File: config.mk
export PLATFORM = sky130hd
export DESIGN_NAME = scan_chain_top
export DESIGN_NICKNAME = d
export VERILOG_FILES = /design/src/slot_pkg.sv /design/src/scan_pkg.sv /design/src/scan_chain_top.sv /design/src/scan_sequencer.sv /design/src/scan_capture.sv /design/src/scan_slot.sv /design/src/clk_divider.sv
export SDC_FILE = /design/constraint.sdc
export NUM_CORES = 1
export LEC_CHECK = 0
export BUFFER_PORTS_ARGS = -buffer_cell sky130_fd_sc_hd__buf_2
export CAP_MARGIN = 20
export CORE_UTILIZATION = 30
export DETAILED_ROUTE_END_ITERATION = 8
export PLACE_DENSITY = 0.53
export SYNTH_ARGS = -nofsm -noshare
export SYNTH_HDL_FRONTEND = slang
export SYNTH_HIERARCHICAL = 1
export SYNTH_SLANG_ARGS = --single-unit
File: constraint.sdc
create_clock -name clk -period 1.9 [get_ports clk]
set_input_delay 0.38 -clock clk [delete_from_list [all_inputs] [get_ports clk]]
set_output_delay 0.38 -clock clk [all_outputs]
set_load 0.005 [all_outputs]
File: src/slot_pkg.sv
`default_nettype none

package slot_pkg;

    // Functions a slot can host
    typedef enum logic [1:0] {
        OP_PASS,
        OP_INVERT,
        OP_INCR,           // Add one, wraps
        OP_NIBBLE_SWAP
    } slot_op_e;

    // Slot index to function, repeats every four slots
    function automatic slot_op_e slot_op_for(input int idx);
        return slot_op_e'(idx % 4);
    endfunction

endpackage

`default_nettype wire

File: src/scan_pkg.sv
`default_nettype none

package scan_pkg;

    // ----------------------------------------------------------
    // Chain geometry
    // ----------------------------------------------------------
    localparam int NUM_DESIGNS = 8;              // Slots on the chain
    localparam int NUM_IOS     = 8;              // Bits per slot and pin width
    localparam int IO_HALF     = NUM_IOS / 2;
    localparam int BIT_CNT_W   = $clog2(NUM_IOS);
    localparam int SEL_W       = 9;              // Design select width
    localparam int WS_W        = 8;
    localparam int WS_DEFAULT  = 10;             // Wait states after reset

    typedef logic [NUM_IOS-1:0] io_word_t;

    // Refresh sequence
    typedef enum logic [3:0] {
        IDLE,
        IN_LOAD,           // Capture input word
        IN_SHIFT_LO,
        IN_SHIFT_HI,       // Strobe issued from here
        IN_LATCH_WAIT,
        IN_LATCH,
        OUT_LOAD_PRE,      // Select raised
        OUT_LOAD,          // Single load strobe
        OUT_LOAD_POST,
        OUT_LOAD_CLR,      // Back to shift mode
        OUT_SHIFT_LO,
        OUT_SHIFT_HI,
        OUT_CAP_WAIT,
        OUT_CAP
    } seq_state_e;

    // Who drives the chain
    typedef enum logic [1:0] {
        DRV_EXTERNAL     = 2'b00,
        DRV_INTERNAL     = 2'b10,
        DRV_INTERNAL_CFG = 2'b11    // Internal, also loads wait states
    } drv_mode_e;

    typedef struct packed {
        logic strobe;    // One-cycle shift strobe
        logic data;      // Head data bit
        logic sel;       // Load design outputs instead of shifting
        logic latch;     // Copy scan flops into input latch
    } scan_ctrl_t;

endpackage

`default_nettype wire
File: src/scan_chain_top.sv
`timescale 1ns/1ps
`default_nettype none

module scan_chain_top (
    input  wire                       clk,
    input  wire                       rst_i,
    input  wire scan_pkg::drv_mode_e  mode_i,
    input  wire [scan_pkg::SEL_W-1:0] active_select_i,
    input  wire scan_pkg::io_word_t   inputs_i,
    input  wire                       set_clk_div_i,
    output wire scan_pkg::io_word_t   outputs_o,
    output wire                       ready_o,
    output wire                       slow_clk_o
);

    scan_pkg::scan_ctrl_t              chain_ctrl;
    logic                              return_strobe;
    logic                              capture;
    logic [scan_pkg::NUM_DESIGNS:0]    chain_data;    // Slot i in, slot i+1 in

    scan_sequencer u_sequencer (
        .clk             (clk),
        .rst_i           (rst_i),
        .mode_i          (mode_i),
        .active_select_i (active_select_i),
        .inputs_i        (inputs_i),
        .set_clk_div_i   (set_clk_div_i),
        .ready_o         (ready_o),
        .slow_clk_o      (slow_clk_o),
        .chain_ctrl_o    (chain_ctrl),
        .return_strobe_o (return_strobe),
        .capture_o       (capture)
    );

    assign chain_data[0] = chain_ctrl.data;

    // ----------------------------------------------------------
    // Slots on the chain
    // ----------------------------------------------------------
    for (genvar i = 0; i < scan_pkg::NUM_DESIGNS; i++)
    begin : g_slot
        scan_slot #(
            .SLOT_IDX (i)
        ) u_slot (
            .clk    (clk),
            .rst_i  (rst_i),
            .ctrl_i (chain_ctrl),
            .data_i (chain_data[i]),
            .data_o (chain_data[i+1])
        );
    end

    scan_capture u_capture (
        .clk             (clk),
        .rst_i           (rst_i),
        .mode_i          (mode_i),
        .tail_i          (chain_data[scan_pkg::NUM_DESIGNS]),
        .return_strobe_i (return_strobe),
        .capture_i       (capture),
        .outputs_o       (outputs_o)
    );

endmodule

`default_nettype wire

File: src/scan_sequencer.sv
`timescale 1ns/1ps
`default_nettype none

module scan_sequencer (
    input  wire                      clk,
    input  wire                      rst_i,
    input  wire scan_pkg::drv_mode_e mode_i,
    input  wire [scan_pkg::SEL_W-1:0] active_select_i,
    input  wire scan_pkg::io_word_t  inputs_i,
    input  wire                      set_clk_div_i,
    output logic                     ready_o,
    output logic                     slow_clk_o,
    output scan_pkg::scan_ctrl_t     chain_ctrl_o,
    output logic                     return_strobe_o,
    output logic                     capture_o
);

    logic [2:0]                     rst_shift;
    logic                           rst_int;
    logic                           active;
    scan_pkg::seq_state_e           state;
    scan_pkg::seq_state_e           state_nxt;
    logic [scan_pkg::BIT_CNT_W-1:0] bit_cnt;
    logic                           bit_last;
    logic                           bit_penult;
    logic [scan_pkg::SEL_W-1:0]     proj_cnt;
    logic                           proj_sel;
    logic                           proj_done;
    logic                           shift_hi;
    logic                           in_load;
    scan_pkg::io_word_t             in_sync;
    scan_pkg::io_word_t             in_reg;
    scan_pkg::io_word_t             in_shift;
    logic [scan_pkg::WS_W-1:0]      ws_cnt;
    logic [scan_pkg::WS_W-1:0]      ws_cfg;
    logic                           ws_run;
    logic                           ws_done;
    logic [2:0]                     ws_set_sync;
    logic                           ws_set_now;
    logic                           div_active;
    scan_pkg::scan_ctrl_t           int_ctrl;
    scan_pkg::scan_ctrl_t           ext_ctrl;

    // Local reset, released on clk
    always_ff @(posedge clk or posedge rst_i)
    begin
        if (rst_i)
            rst_shift <= 3'b111;
        else
            rst_shift <= {rst_shift[1:0], 1'b0};
    end

    assign rst_int = rst_shift[2];

    // ----------------------------------------------------------
    // Chain control mux
    // ----------------------------------------------------------
    assign ext_ctrl = '{strobe: inputs_i[0], data: inputs_i[1],
                        sel: inputs_i[2], latch: inputs_i[3]};

    assign chain_ctrl_o = mode_i[1] ? int_ctrl : ext_ctrl;

    always_ff @(posedge clk or posedge rst_int)
    begin
        if (rst_int)
            return_strobe_o <= 1'b0;
        else
            return_strobe_o <= chain_ctrl_o.strobe;    // Strobe back from chain end
    end

    // Two-flop input sync
    always_ff @(posedge clk)
    begin
        in_sync <= inputs_i;
        in_reg  <= mode_i[1] ? in_sync : '0;
    end

    // ----------------------------------------------------------
    // Refresh FSM
    // ----------------------------------------------------------
    always_ff @(posedge clk or posedge rst_int)
    begin
        if (rst_int)
        begin
            active <= 1'b0;
            state  <= scan_pkg::IDLE;
        end
        else
        begin
            active <= mode_i[1];
            state  <= state_nxt;
        end
    end

    assign ready_o = active && (state == scan_pkg::IDLE);

    always_comb
    begin
        state_nxt = state;
        case (state)
            scan_pkg::IDLE:          if (active) state_nxt = scan_pkg::IN_LOAD;
            scan_pkg::IN_LOAD:       state_nxt = scan_pkg::IN_SHIFT_LO;
            scan_pkg::IN_SHIFT_LO:   state_nxt = scan_pkg::IN_SHIFT_HI;
            scan_pkg::IN_SHIFT_HI:
                state_nxt = (proj_sel && bit_last) ? scan_pkg::IN_LATCH_WAIT
                                                   : scan_pkg::IN_SHIFT_LO;
            scan_pkg::IN_LATCH_WAIT: if (ws_done) state_nxt = scan_pkg::IN_LATCH;
            scan_pkg::IN_LATCH:      state_nxt = scan_pkg::OUT_LOAD_PRE;
            scan_pkg::OUT_LOAD_PRE:  if (ws_done) state_nxt = scan_pkg::OUT_LOAD;
            scan_pkg::OUT_LOAD:      state_nxt = scan_pkg::OUT_LOAD_POST;
            scan_pkg::OUT_LOAD_POST: if (ws_done) state_nxt = scan_pkg::OUT_LOAD_CLR;
            scan_pkg::OUT_LOAD_CLR:  if (ws_done) state_nxt = scan_pkg::OUT_SHIFT_LO;
            scan_pkg::OUT_SHIFT_LO:  state_nxt = scan_pkg::OUT_SHIFT_HI;
            scan_pkg::OUT_SHIFT_HI:
                state_nxt = (proj_done && bit_penult) ? scan_pkg::OUT_CAP_WAIT
                                                      : scan_pkg::OUT_SHIFT_LO;
            scan_pkg::OUT_CAP_WAIT:  if (ws_done) state_nxt = scan_pkg::OUT_CAP;
            scan_pkg::OUT_CAP:       state_nxt = scan_pkg::IDLE;
            default:                 state_nxt = scan_pkg::IDLE;
        endcase
    end

    assign shift_hi = (state == scan_pkg::IN_SHIFT_HI) || (state == scan_pkg::OUT_SHIFT_HI);
    assign in_load  = (state == scan_pkg::IN_LOAD);

    // Bit and project counters
    // proj_cnt carries over, so the out phase runs up to NUM_DESIGNS
    always_ff @(posedge clk or posedge rst_int)
    begin
        if (rst_int)
        begin
            bit_cnt  <= '0;
            proj_cnt <= '0;
        end
        else if (state == scan_pkg::IDLE)
        begin
            bit_cnt  <= '0;
            proj_cnt <= '0;
        end
        else if (shift_hi)
        begin
            bit_cnt <= bit_last ? '0 : bit_cnt + 1'b1;
            if (bit_last)
                proj_cnt <= proj_cnt + 1'b1;
        end
    end

    assign bit_last   = (bit_cnt == scan_pkg::BIT_CNT_W'(scan_pkg::NUM_IOS - 1));
    // Load strobe already returned the MSB, so the out phase stops one bit short
    assign bit_penult = (bit_cnt == scan_pkg::BIT_CNT_W'(scan_pkg::NUM_IOS - 2));
    assign proj_sel   = (proj_cnt == active_select_i);
    assign proj_done  = (proj_cnt == scan_pkg::SEL_W'(scan_pkg::NUM_DESIGNS));

    // Registered chain control
    always_ff @(posedge clk or posedge rst_int)
    begin
        if (rst_int)
        begin
            int_ctrl  <= '0;
            capture_o <= 1'b0;
        end
        else
        begin
            int_ctrl.strobe <= shift_hi || (state == scan_pkg::OUT_LOAD);
            int_ctrl.data   <= in_shift[scan_pkg::NUM_IOS-1];
            int_ctrl.sel    <= (state == scan_pkg::OUT_LOAD_PRE) ||
                               (state == scan_pkg::OUT_LOAD) ||
                               (state == scan_pkg::OUT_LOAD_POST);
            int_ctrl.latch  <= (state == scan_pkg::IN_LATCH);
            capture_o       <= (state == scan_pkg::OUT_CAP);
        end
    end

    // Input word, MSB first then zeros
    always_ff @(posedge clk)
    begin
        if (in_load)
            in_shift <= div_active ? {in_reg[scan_pkg::NUM_IOS-1:1], slow_clk_o} : in_reg;
        else if (state == scan_pkg::IN_SHIFT_HI)
            in_shift <= {in_shift[scan_pkg::NUM_IOS-2:0], 1'b0};
    end

    // ----------------------------------------------------------
    // Wait states
    // ----------------------------------------------------------
    assign ws_run = (state == scan_pkg::IN_LATCH_WAIT) || (state == scan_pkg::OUT_LOAD_PRE) ||
                    (state == scan_pkg::OUT_LOAD_POST) || (state == scan_pkg::OUT_LOAD_CLR) ||
                    (state == scan_pkg::OUT_CAP_WAIT);
    assign ws_done = (ws_cnt == ws_cfg);

    always_ff @(posedge clk or posedge rst_int)
    begin
        if (rst_int)
            ws_cnt <= '0;
        else if (!ws_run || ws_done)
            ws_cnt <= '0;
        else
            ws_cnt <= ws_cnt + 1'b1;
    end

    // Config load on entry to the CFG mode
    always_ff @(posedge clk or posedge rst_int)
    begin
        if (rst_int)
        begin
            ws_set_sync <= '0;
            ws_set_now  <= 1'b0;
            ws_cfg      <= scan_pkg::WS_W'(scan_pkg::WS_DEFAULT);
        end
        else
        begin
            ws_set_sync <= {ws_set_sync[1:0], mode_i == scan_pkg::DRV_INTERNAL_CFG};
            ws_set_now  <= ws_set_sync[1] & ~ws_set_sync[2];
            if (ws_set_now)
                ws_cfg <= inputs_i;
        end
    end

    clk_divider u_clk_divider (
        .clk           (clk),
        .rst_i         (rst_int),
        .load_strobe_i (in_load),
        .set_i         (set_clk_div_i),
        .divider_i     (inputs_i),
        .active_o      (div_active),
        .slow_clk_o    (slow_clk_o)
    );

    // Strobe and latch on the chain are exclusive, pins included
    a_strobe_latch: assert property (@(posedge clk) disable iff (rst_int)
        !(chain_ctrl_o.strobe && chain_ctrl_o.latch));

    // External mode holds the FSM in IDLE
    a_ext_idle: assert property (@(posedge clk) disable iff (rst_int)
        (state == scan_pkg::IDLE && mode_i == scan_pkg::DRV_EXTERNAL &&
         $past(mode_i) == scan_pkg::DRV_EXTERNAL) |=> (state == scan_pkg::IDLE));

endmodule

`default_nettype wire

File: src/scan_capture.sv
`timescale 1ns/1ps
`default_nettype none

module scan_capture (
    input  wire                      clk,
    input  wire                      rst_i,
    input  wire scan_pkg::drv_mode_e mode_i,
    input  wire                      tail_i,
    input  wire                      return_strobe_i,
    input  wire                      capture_i,
    output scan_pkg::io_word_t       outputs_o
);

    scan_pkg::io_word_t shift_q;
    scan_pkg::io_word_t out_q;

    // Return shift register
    always_ff @(posedge clk)
    begin
        if (return_strobe_i)
            shift_q <= {shift_q[scan_pkg::NUM_IOS-2:0], tail_i};
    end

    // Output register, updated once per refresh
    always_ff @(posedge clk or posedge rst_i)
    begin
        if (rst_i)
            out_q <= '0;
        else if (capture_i)
            out_q <= shift_q;
    end

    // External mode shows the raw chain return
    assign outputs_o = mode_i[1] ? out_q
                                 : {{(scan_pkg::NUM_IOS - 2){1'b0}}, tail_i, return_strobe_i};

endmodule

`default_nettype wire

File: src/scan_slot.sv
`timescale 1ns/1ps
`default_nettype none

module scan_slot #(
    parameter int SLOT_IDX = 0
) (
    input  wire                        clk,
    input  wire                        rst_i,
    input  wire scan_pkg::scan_ctrl_t  ctrl_i,
    input  wire                        data_i,
    output logic                       data_o
);

    localparam slot_pkg::slot_op_e OP = slot_pkg::slot_op_for(SLOT_IDX);
    localparam int                 H  = scan_pkg::IO_HALF;

    scan_pkg::io_word_t scan_q;        // Scan flops
    scan_pkg::io_word_t latch_q;       // Design input
    scan_pkg::io_word_t design_out;

    // ----------------------------------------------------------
    // Tiny design
    // ----------------------------------------------------------
    always_comb
    begin
        case (OP)
            slot_pkg::OP_PASS:   design_out = latch_q;
            slot_pkg::OP_INVERT: design_out = ~latch_q;
            slot_pkg::OP_INCR:   design_out = latch_q + 1'b1;    // Wraps at 256
            default:
                design_out = {latch_q[H-1:0], latch_q[scan_pkg::NUM_IOS-1:H]};
        endcase
    end

    // Shift or load on strobe
    always_ff @(posedge clk or posedge rst_i)
    begin
        if (rst_i)
            scan_q <= '0;
        else if (ctrl_i.strobe)
        begin
            if (ctrl_i.sel)
                scan_q <= design_out;
            else
                scan_q <= {scan_q[scan_pkg::NUM_IOS-2:0], data_i};
        end
    end

    always_ff @(posedge clk or posedge rst_i)
    begin
        if (rst_i)
            latch_q <= '0;
        else if (ctrl_i.latch)
            latch_q <= scan_q;
    end

    assign data_o = scan_q[scan_pkg::NUM_IOS-1];    // Toward next slot

    // Latch must not see a load in progress
    a_latch_sel: assert property (@(posedge clk) disable iff (rst_i)
        !(ctrl_i.latch && ctrl_i.sel));

endmodule

`default_nettype wire

File: src/clk_divider.sv
`timescale 1ns/1ps
`default_nettype none

module clk_divider (
    input  wire                clk,
    input  wire                rst_i,
    input  wire                load_strobe_i,
    input  wire                set_i,
    input  wire scan_pkg::io_word_t divider_i,
    output logic               active_o,
    output logic               slow_clk_o
);

    logic [2:0]         set_sync;
    logic               set_now;
    scan_pkg::io_word_t compare_q;
    scan_pkg::io_word_t count_q;
    logic               match;

    // Set edge detect behind three flops
    always_ff @(posedge clk or posedge rst_i)
    begin
        if (rst_i)
        begin
            set_sync <= '0;
            set_now  <= 1'b0;
            active_o <= 1'b0;
        end
        else
        begin
            set_sync <= {set_sync[1:0], set_i};
            set_now  <= set_sync[1] & ~set_sync[2];
            if (set_now)
                active_o <= 1'b1;    // Sticky until reset
        end
    end

    always_ff @(posedge clk)
    begin
        if (set_now)
            compare_q <= divider_i;
    end

    assign match = (count_q == compare_q);

    // One count per refresh load
    always_ff @(posedge clk or posedge rst_i)
    begin
        if (rst_i)
        begin
            count_q    <= '0;
            slow_clk_o <= 1'b0;
        end
        else if (set_now)
            count_q <= '0;
        else if (load_strobe_i && active_o)
        begin
            count_q    <= match ? '0 : count_q + 1'b1;
            slow_clk_o <= slow_clk_o ^ match;
        end
    end

endmodule

`default_nettype wire

**Word-level counts from Yosys, hierarchy flattened**

Index checks and enable logic that the tools add are counted.
Widths: inputs -> output; s select.

- Logic and storage cells: 136
- Bits in registers: 236
- Bits of input ports: 22

- Bitwise operators: 8
- $add $sub $neg: 6
- Equality and inequality tests: 26
- Reduce and logical (&&, ||, !) cells: 22
- Mux-type cells: 32

Operators by type and width:

| kind | count |
|---|---|
| $mux 8 | 15 |
| $pmux 4 s13 | 1 |
| $add 8x1->8 const B | 4 |
| $mux 4 | 7 |
| $mux 9 | 3 |
| $eq 4x4->1 const B | 6 |
| $eq 4x3->1 const B | 4 |
| $eq 8x8->1 | 2 |
| $not 8->8 | 2 |
| $mux 3 | 5 |
| $ne 2x1->1 const B | 6 |
| $add 9x1->9 const B | 1 |
| $eq 9x4->1 const B | 1 |
| $eq 9x9->1 | 1 |
| $logic_or 1x1->1 | 9 |
| $eq 4x2->1 const B | 2 |
| $reduce_bool 2->1 | 4 |
| $eq 3x3->1 const B | 2 |
| $reduce_and 6->1 | 1 |
| $eq 4x1->1 const B | 1 |
| $logic_and 1x1->1 | 4 |
| $logic_not 4->1 | 1 |
| $reduce_and 2->1 | 2 |
| $add 3x1->3 const B | 1 |
| other kinds (6) | 9 |

**Longest topological paths before layout**

- Depth after elaboration: 8
- Mapped depth: 9
- Gate-level depth less buffers: 7

**Hierarchy**

The synthesis kept the hierarchy.

Modules (own cells, without submodules):

| module | area each (µm²) | seq. area each (µm²) | cells an instance | instances |
|---|---|---|---|---|
| scan_sequencer | 3037.9 | 1717.9 | 256 | 1 |
| scan_slot at g_slot[0].u_slot ... | 711.9 | 400.4 | 53 | 4 |
| scan_slot at g_slot[2].u_slot ... | 803.3 | 400.4 | 75 | 2 |
| scan_slot at g_slot[1].u_slot ... | 715.7 | 400.4 | 60 | 2 |
| clk_divider | 937.1 | 590.6 | 78 | 1 |
| scan_capture | 635.6 | 440.4 | 34 | 1 |

**Worst setup path before layout**

OpenSTA, ideal clock, no wires.

- Path type: flip-flop to flip-flop
- Start: register u_sequencer.state[1]
- End: register u_sequencer.u_clk_divider.count_q[7]
- Stages on the path, launching flop included: 9
- Path slack: -0.139 ns
- Arrival time: 1.953 ns
- Clock period less this slack: 2.039 ns
- Library setup time: 0.087 ns
- Cell sequence: dfrtp_1 -> buf_6 -> inv_1 -> nand2_1 -> nor3_2 -> nand3b_1 -> a21o_2 -> or3_2 -> o211ai_1

- Longest elaborated chain between the ends: 3

RTL lines:

| element | RTL line | text |
|---|---|---|
| from (decl) | scan_sequencer.sv:21 | `scan_pkg::seq_state_e state;` |
| from (signal assigned) | scan_sequencer.sv:86 | `state <= scan_pkg::IDLE;` |
| from (signal assigned) | scan_sequencer.sv:91 | `state <= state_nxt;` |
| $eq 4x1->1 | scan_sequencer.sv:124 | `assign in_load = (state == scan_pkg::IN_LOAD);` |
| net u_sequencer.in_load | scan_sequencer.sv:30 | `logic in_load;` |
| $logic_and 1x1->1 | clk_divider.sv:56 | `else if (load_strobe_i && active_o)` |
| $reduce_bool 2->1 (no line) | - |  |
| to (signal assigned) | clk_divider.sv:58 | `count_q <= match ? '0 : count_q + 1'b1;` |
| to (decl) | clk_divider.sv:17 | `scan_pkg::io_word_t count_q;` |

The timed path passes the listed nets, and every way through them passes these cells.
A chain may end at the register's enable or synchronous reset.

**Worst setup path after layout**

- Start: register u_sequencer.state[1]
- End: output ready_o

- Longest elaborated chain between the ends: 2

RTL lines:

| element | RTL line | text |
|---|---|---|
| $logic_not 4->1 | scan_sequencer.sv:95 | `assign ready_o = active && (state == scan_pkg::IDLE);` |
| $logic_and 1x1->1 | scan_sequencer.sv:95 |  |
| to (decl) | scan_chain_top.sv:12 | `output wire ready_o,` |

No other way between the ends.

==> flow_metrics.tcl <==
set metrics [dict create \
    portBuffers 31 \
    critical_path.slowest_cell "dfrtp_1" \
    synth_area_per_cell_sq_um 12.3 \
    min_period_over_period_pct 95.7 \
    cts_tree "yes" \
    cts_max_level 1 \
    clk_pin_slew_ns 0.06 \
    layout-drive-gt1-share_pct 27.9 \
    cts_buffers 26 \
    r2r_start "u_sequencer/state[1]$_DFFE_PP0P_" \
    synthCells 850 \
    seq_area_sq_um 5950 \
    hold_viol_final 0 \
    post-route-util_pct 36.4 \
    place_ws_ns -0.0264 \
    p_comb_share_pct 27.2 \
    die_h_microns 189 \
    ant_nets 0 \
    dp_hpwl_microns 12900 \
    area_growth_pct 19.4 \
    dr_total_vias 6450 \
    yosysUniqueCellTypes 68 \
    core_sq_um 34500 \
    synth_top_cells_by_count "dfrtp_1 (191), nor2_1 (72), mux2_2 (53)" \
    max_slew_margin_pct 57.3 \
    path_cells "buf_6 -> nor2_4 -> and3_4 -> buf_6" \
    antenna_found_initial 0 \
    die_area_sq_um 35700 \
    cts_root_buf "clkbuf_16" \
    slew_violations 0 \
    worstMarginPinSlew_ns 0.640 \
    powerDensity_nw_per_um2 1430 \
    status "completed" \
    total_power_mw 17.9 \
    synth_area_sq_um 10500 \
    start_util_pct 30.5 \
    hold_path.class "input pin to asynchronous set/reset pin" \
    avgViaCountPerCell 4.56 \
    drv_cap 0 \
    ios 32 \
    synth_top_cell_by_area "dfrtp_1" \
    gr-total-overflow 0 \
    seqPwrFrac_pct 43.7 \
    synthFlopType "dfrtp_1" \
    regToRegEndpoint "u_sequencer/u_clk_divider/count_q[7]$_DFFE_PP0P_" \
    clock-skew-final_ns 0.00779 \
    crit_arrival_ns 1.44 \
    path_class "flop to output port" \
    fin_setup_tns_ns 0 \
    multi_input_area_sq_um 4230 \
    cp_num_buf_inv 2 \
    crit_top_cell "buf_6" \
    fin_crit_ns 1.82 \
    critPathLaunchType "flop" \
    drt_wl_total_microns 19900 \
    num-fill-cells 3386 \
    synth_top_area_share_pct 45.5 \
    largest_reg_flops 64 \
    synth_nets 881 \
    worstPathRequired_ns 1.52 \
    die_x_microns 189 \
    synth_most_common_cell "dfrtp_1" \
    wire_per_inst_microns 14.1 \
    globalplace.congestion 0.737 \
    diodes 0 \
    place_inst 1353 \
    crit_path_end_kind "output port" \
    regMostFlops "g_slot.u_slot/scan_q" \
    clock_latency_ns 0.52 \
    cts.sinks 236 \
    intPower_mw 12.6 \
    crit_path_max_incr_delay_ns 0.40 \
    grt_max_degree 65 \
    grt.total_usage_pct 11.4 \
    worstPathMaxFanout 3 \
    swShare_pct 29.8 \
    drt_pass1_iterations 4 \
    fin_nets 972 \
    ys_seq_area_share_pct 56.7 \
    grt_pass1_vias 6588 \
    drc 0 \
    rows 68 \
    clock_path_buffers 3 \
    synth-seq-cells 236 \
    clkPwrFrac_pct 29.1 \
    rsz0062_at_grt "true" \
    switching_power_mw 5.34 \
    setup_ws_ns 0.0816 \
    fmax_ghz 0.550 \
    async_reset_ff_share_pct 83.1 \
    yosys_warnings 6 \
    synth.area.top_cells "dfrtp_1 (46%), edfxtp_1 (6.9%), mux2_4 (5.7%)" \
    grt_first_pass_wirelength_microns 33900 \
    path_delay_family "flip-flops" \
    r2r_cells 8 \
    synth_edf_count 24 \
    setup_viol 0 \
    drt_iter0_drc 311 \
    p_leak_nw 5.35 \
    vdd_drop_max_uv 762 \
    r2r_setup_slack_ns 0.09 \
    fin_cells 1416 \
]
[power groups by stage]
stage / registers (mW) / logic (mW) / clock network [mW]
finish: 7.84 / 4.89 / 5.22
floorplan: 7.56 / 3.77 / 0
global placement: 7.93 / 4.56 / 0
CTS: 7.85 / 4.81 / 5.40
detailed placement: 7.95 / 4.63 / 0
global route: 8.08 / 5.44 / 5.59
[worst register-to-register path: cells and delay by family, from the launching register on]
kind,cells,cell delay (ns)
AO/OA/AOI/OAI,2,0.33
buffers and inverters,2,0.21
AND/OR/NAND/NOR,4,0.79
flip-flops,1,0.40
[area by class of cell]
type                       instances  area share [%]
multi-input combinational        550            33.8
timing repair buffer             102            6.19
clock inverter                    12            1.18
inverter                          25           0.749
clock buffer                      36            6.06
tap                              455            4.54
sequential                       236            47.5
[cells in the final DEF (no fill, tap or decap), types with 5 or more instances in the layout]
master	n
dfrtp_1	189
nor2_1	70
buf_4	57
nand2_1	51
mux2_2	50
a21oi_1	45
mux2_4	43
mux2i_1	36
xor2_1	31
buf_2	30
clkbuf_16	27
nand3_1	25
edfxtp_1	24
inv_1	23
and2_1	16
dfxtp_1	16
xnor2_1	15
or2_1	12
a31o_1	12
nor2b_1	12
o21ai_0	11
nand2b_1	10
ha_1	7
clkinv_2	6
nor3_1	6
buf_6	6
clkbuf_8	5
o221ai_1	5
dlygate4sd3_1	5
nor4_1	5
dfstp_2	5
[cell families (layout without fill, tap and decap cells)]
logic type | count (synthesis) | in the layout | synth area share (%)
buffers and inverters | 64 | 175 | 3.86
XOR/XNOR | 46 | 46 | 3.84
AND/OR/NAND/NOR | 249 | 249 | 12.1
AO/OA/AOI/OAI | 116 | 116 | 7.55
other | 1 | 1 | 0.0357
multiplexers | 129 | 129 | 14.8
flip-flops | 236 | 236 | 56.7
adder cells (fa/ha/maj) | 9 | 9 | 1.07
[repair_timing]
item | 4_1_cts | 5_1_grt
setup buffers | 5 | 5
hold buffers | 5 | 0
endpoints found under the setup margin | 3 | 10
pin swaps | 1 | 9
gates resized for setup | 9 | 13
hold endpoints to repair | 5 | 0
[stage by stage]
step / area, sq um / hold WS (ns)
floorplan: 10500 / 0.196
global placement: 11400 / 0.263
detailed placement: 11400 / 0.265
CTS: 12400 / 0.0140
global route: 12500 / 0.0355
finish: 12500 / 0.0105
[how the worst max path moves through the flow]
stage / startpoint / to / slack [ns] / depth (start not counted)
after CTS: u_sequencer/state[2]$_DFFE_PP0P_ / ready_o / -0.02 / 4
after global placement: u_sequencer/bit_cnt[0]$_DFFE_PP0P_ / u_sequencer/state[1]$_DFFE_PP0P_ / -0.003 / 7
after detailed placement: u_sequencer/bit_cnt[0]$_DFFE_PP0P_ / u_sequencer/state[1]$_DFFE_PP0P_ / -0.03 / 7
after global routing: u_sequencer/state[1]$_DFFE_PP0P_ / u_sequencer/proj_cnt[7]$_DFFE_PP0P_ / -0.03 / 6
final: u_sequencer/state[1]$_DFFE_PP0P_ / ready_o / 0.08 / 4
after floorplan: u_sequencer/state[1]$_DFFE_PP0P_ / u_sequencer/u_clk_divider/count_q[7]$_DFFE_PP0P_ / 0.002 / 8
[per-layer routing]
metal	track usage [%]	up-vias	part of all wire, %
li1	-	3160	-
met4	2.79	0	2.0
met1	16.6	3203	51
met5	0	-	0
met3	1.85	29	2.6
met2	17.7	58	45
Note: power is estimated with default switching activity, not from simulation.
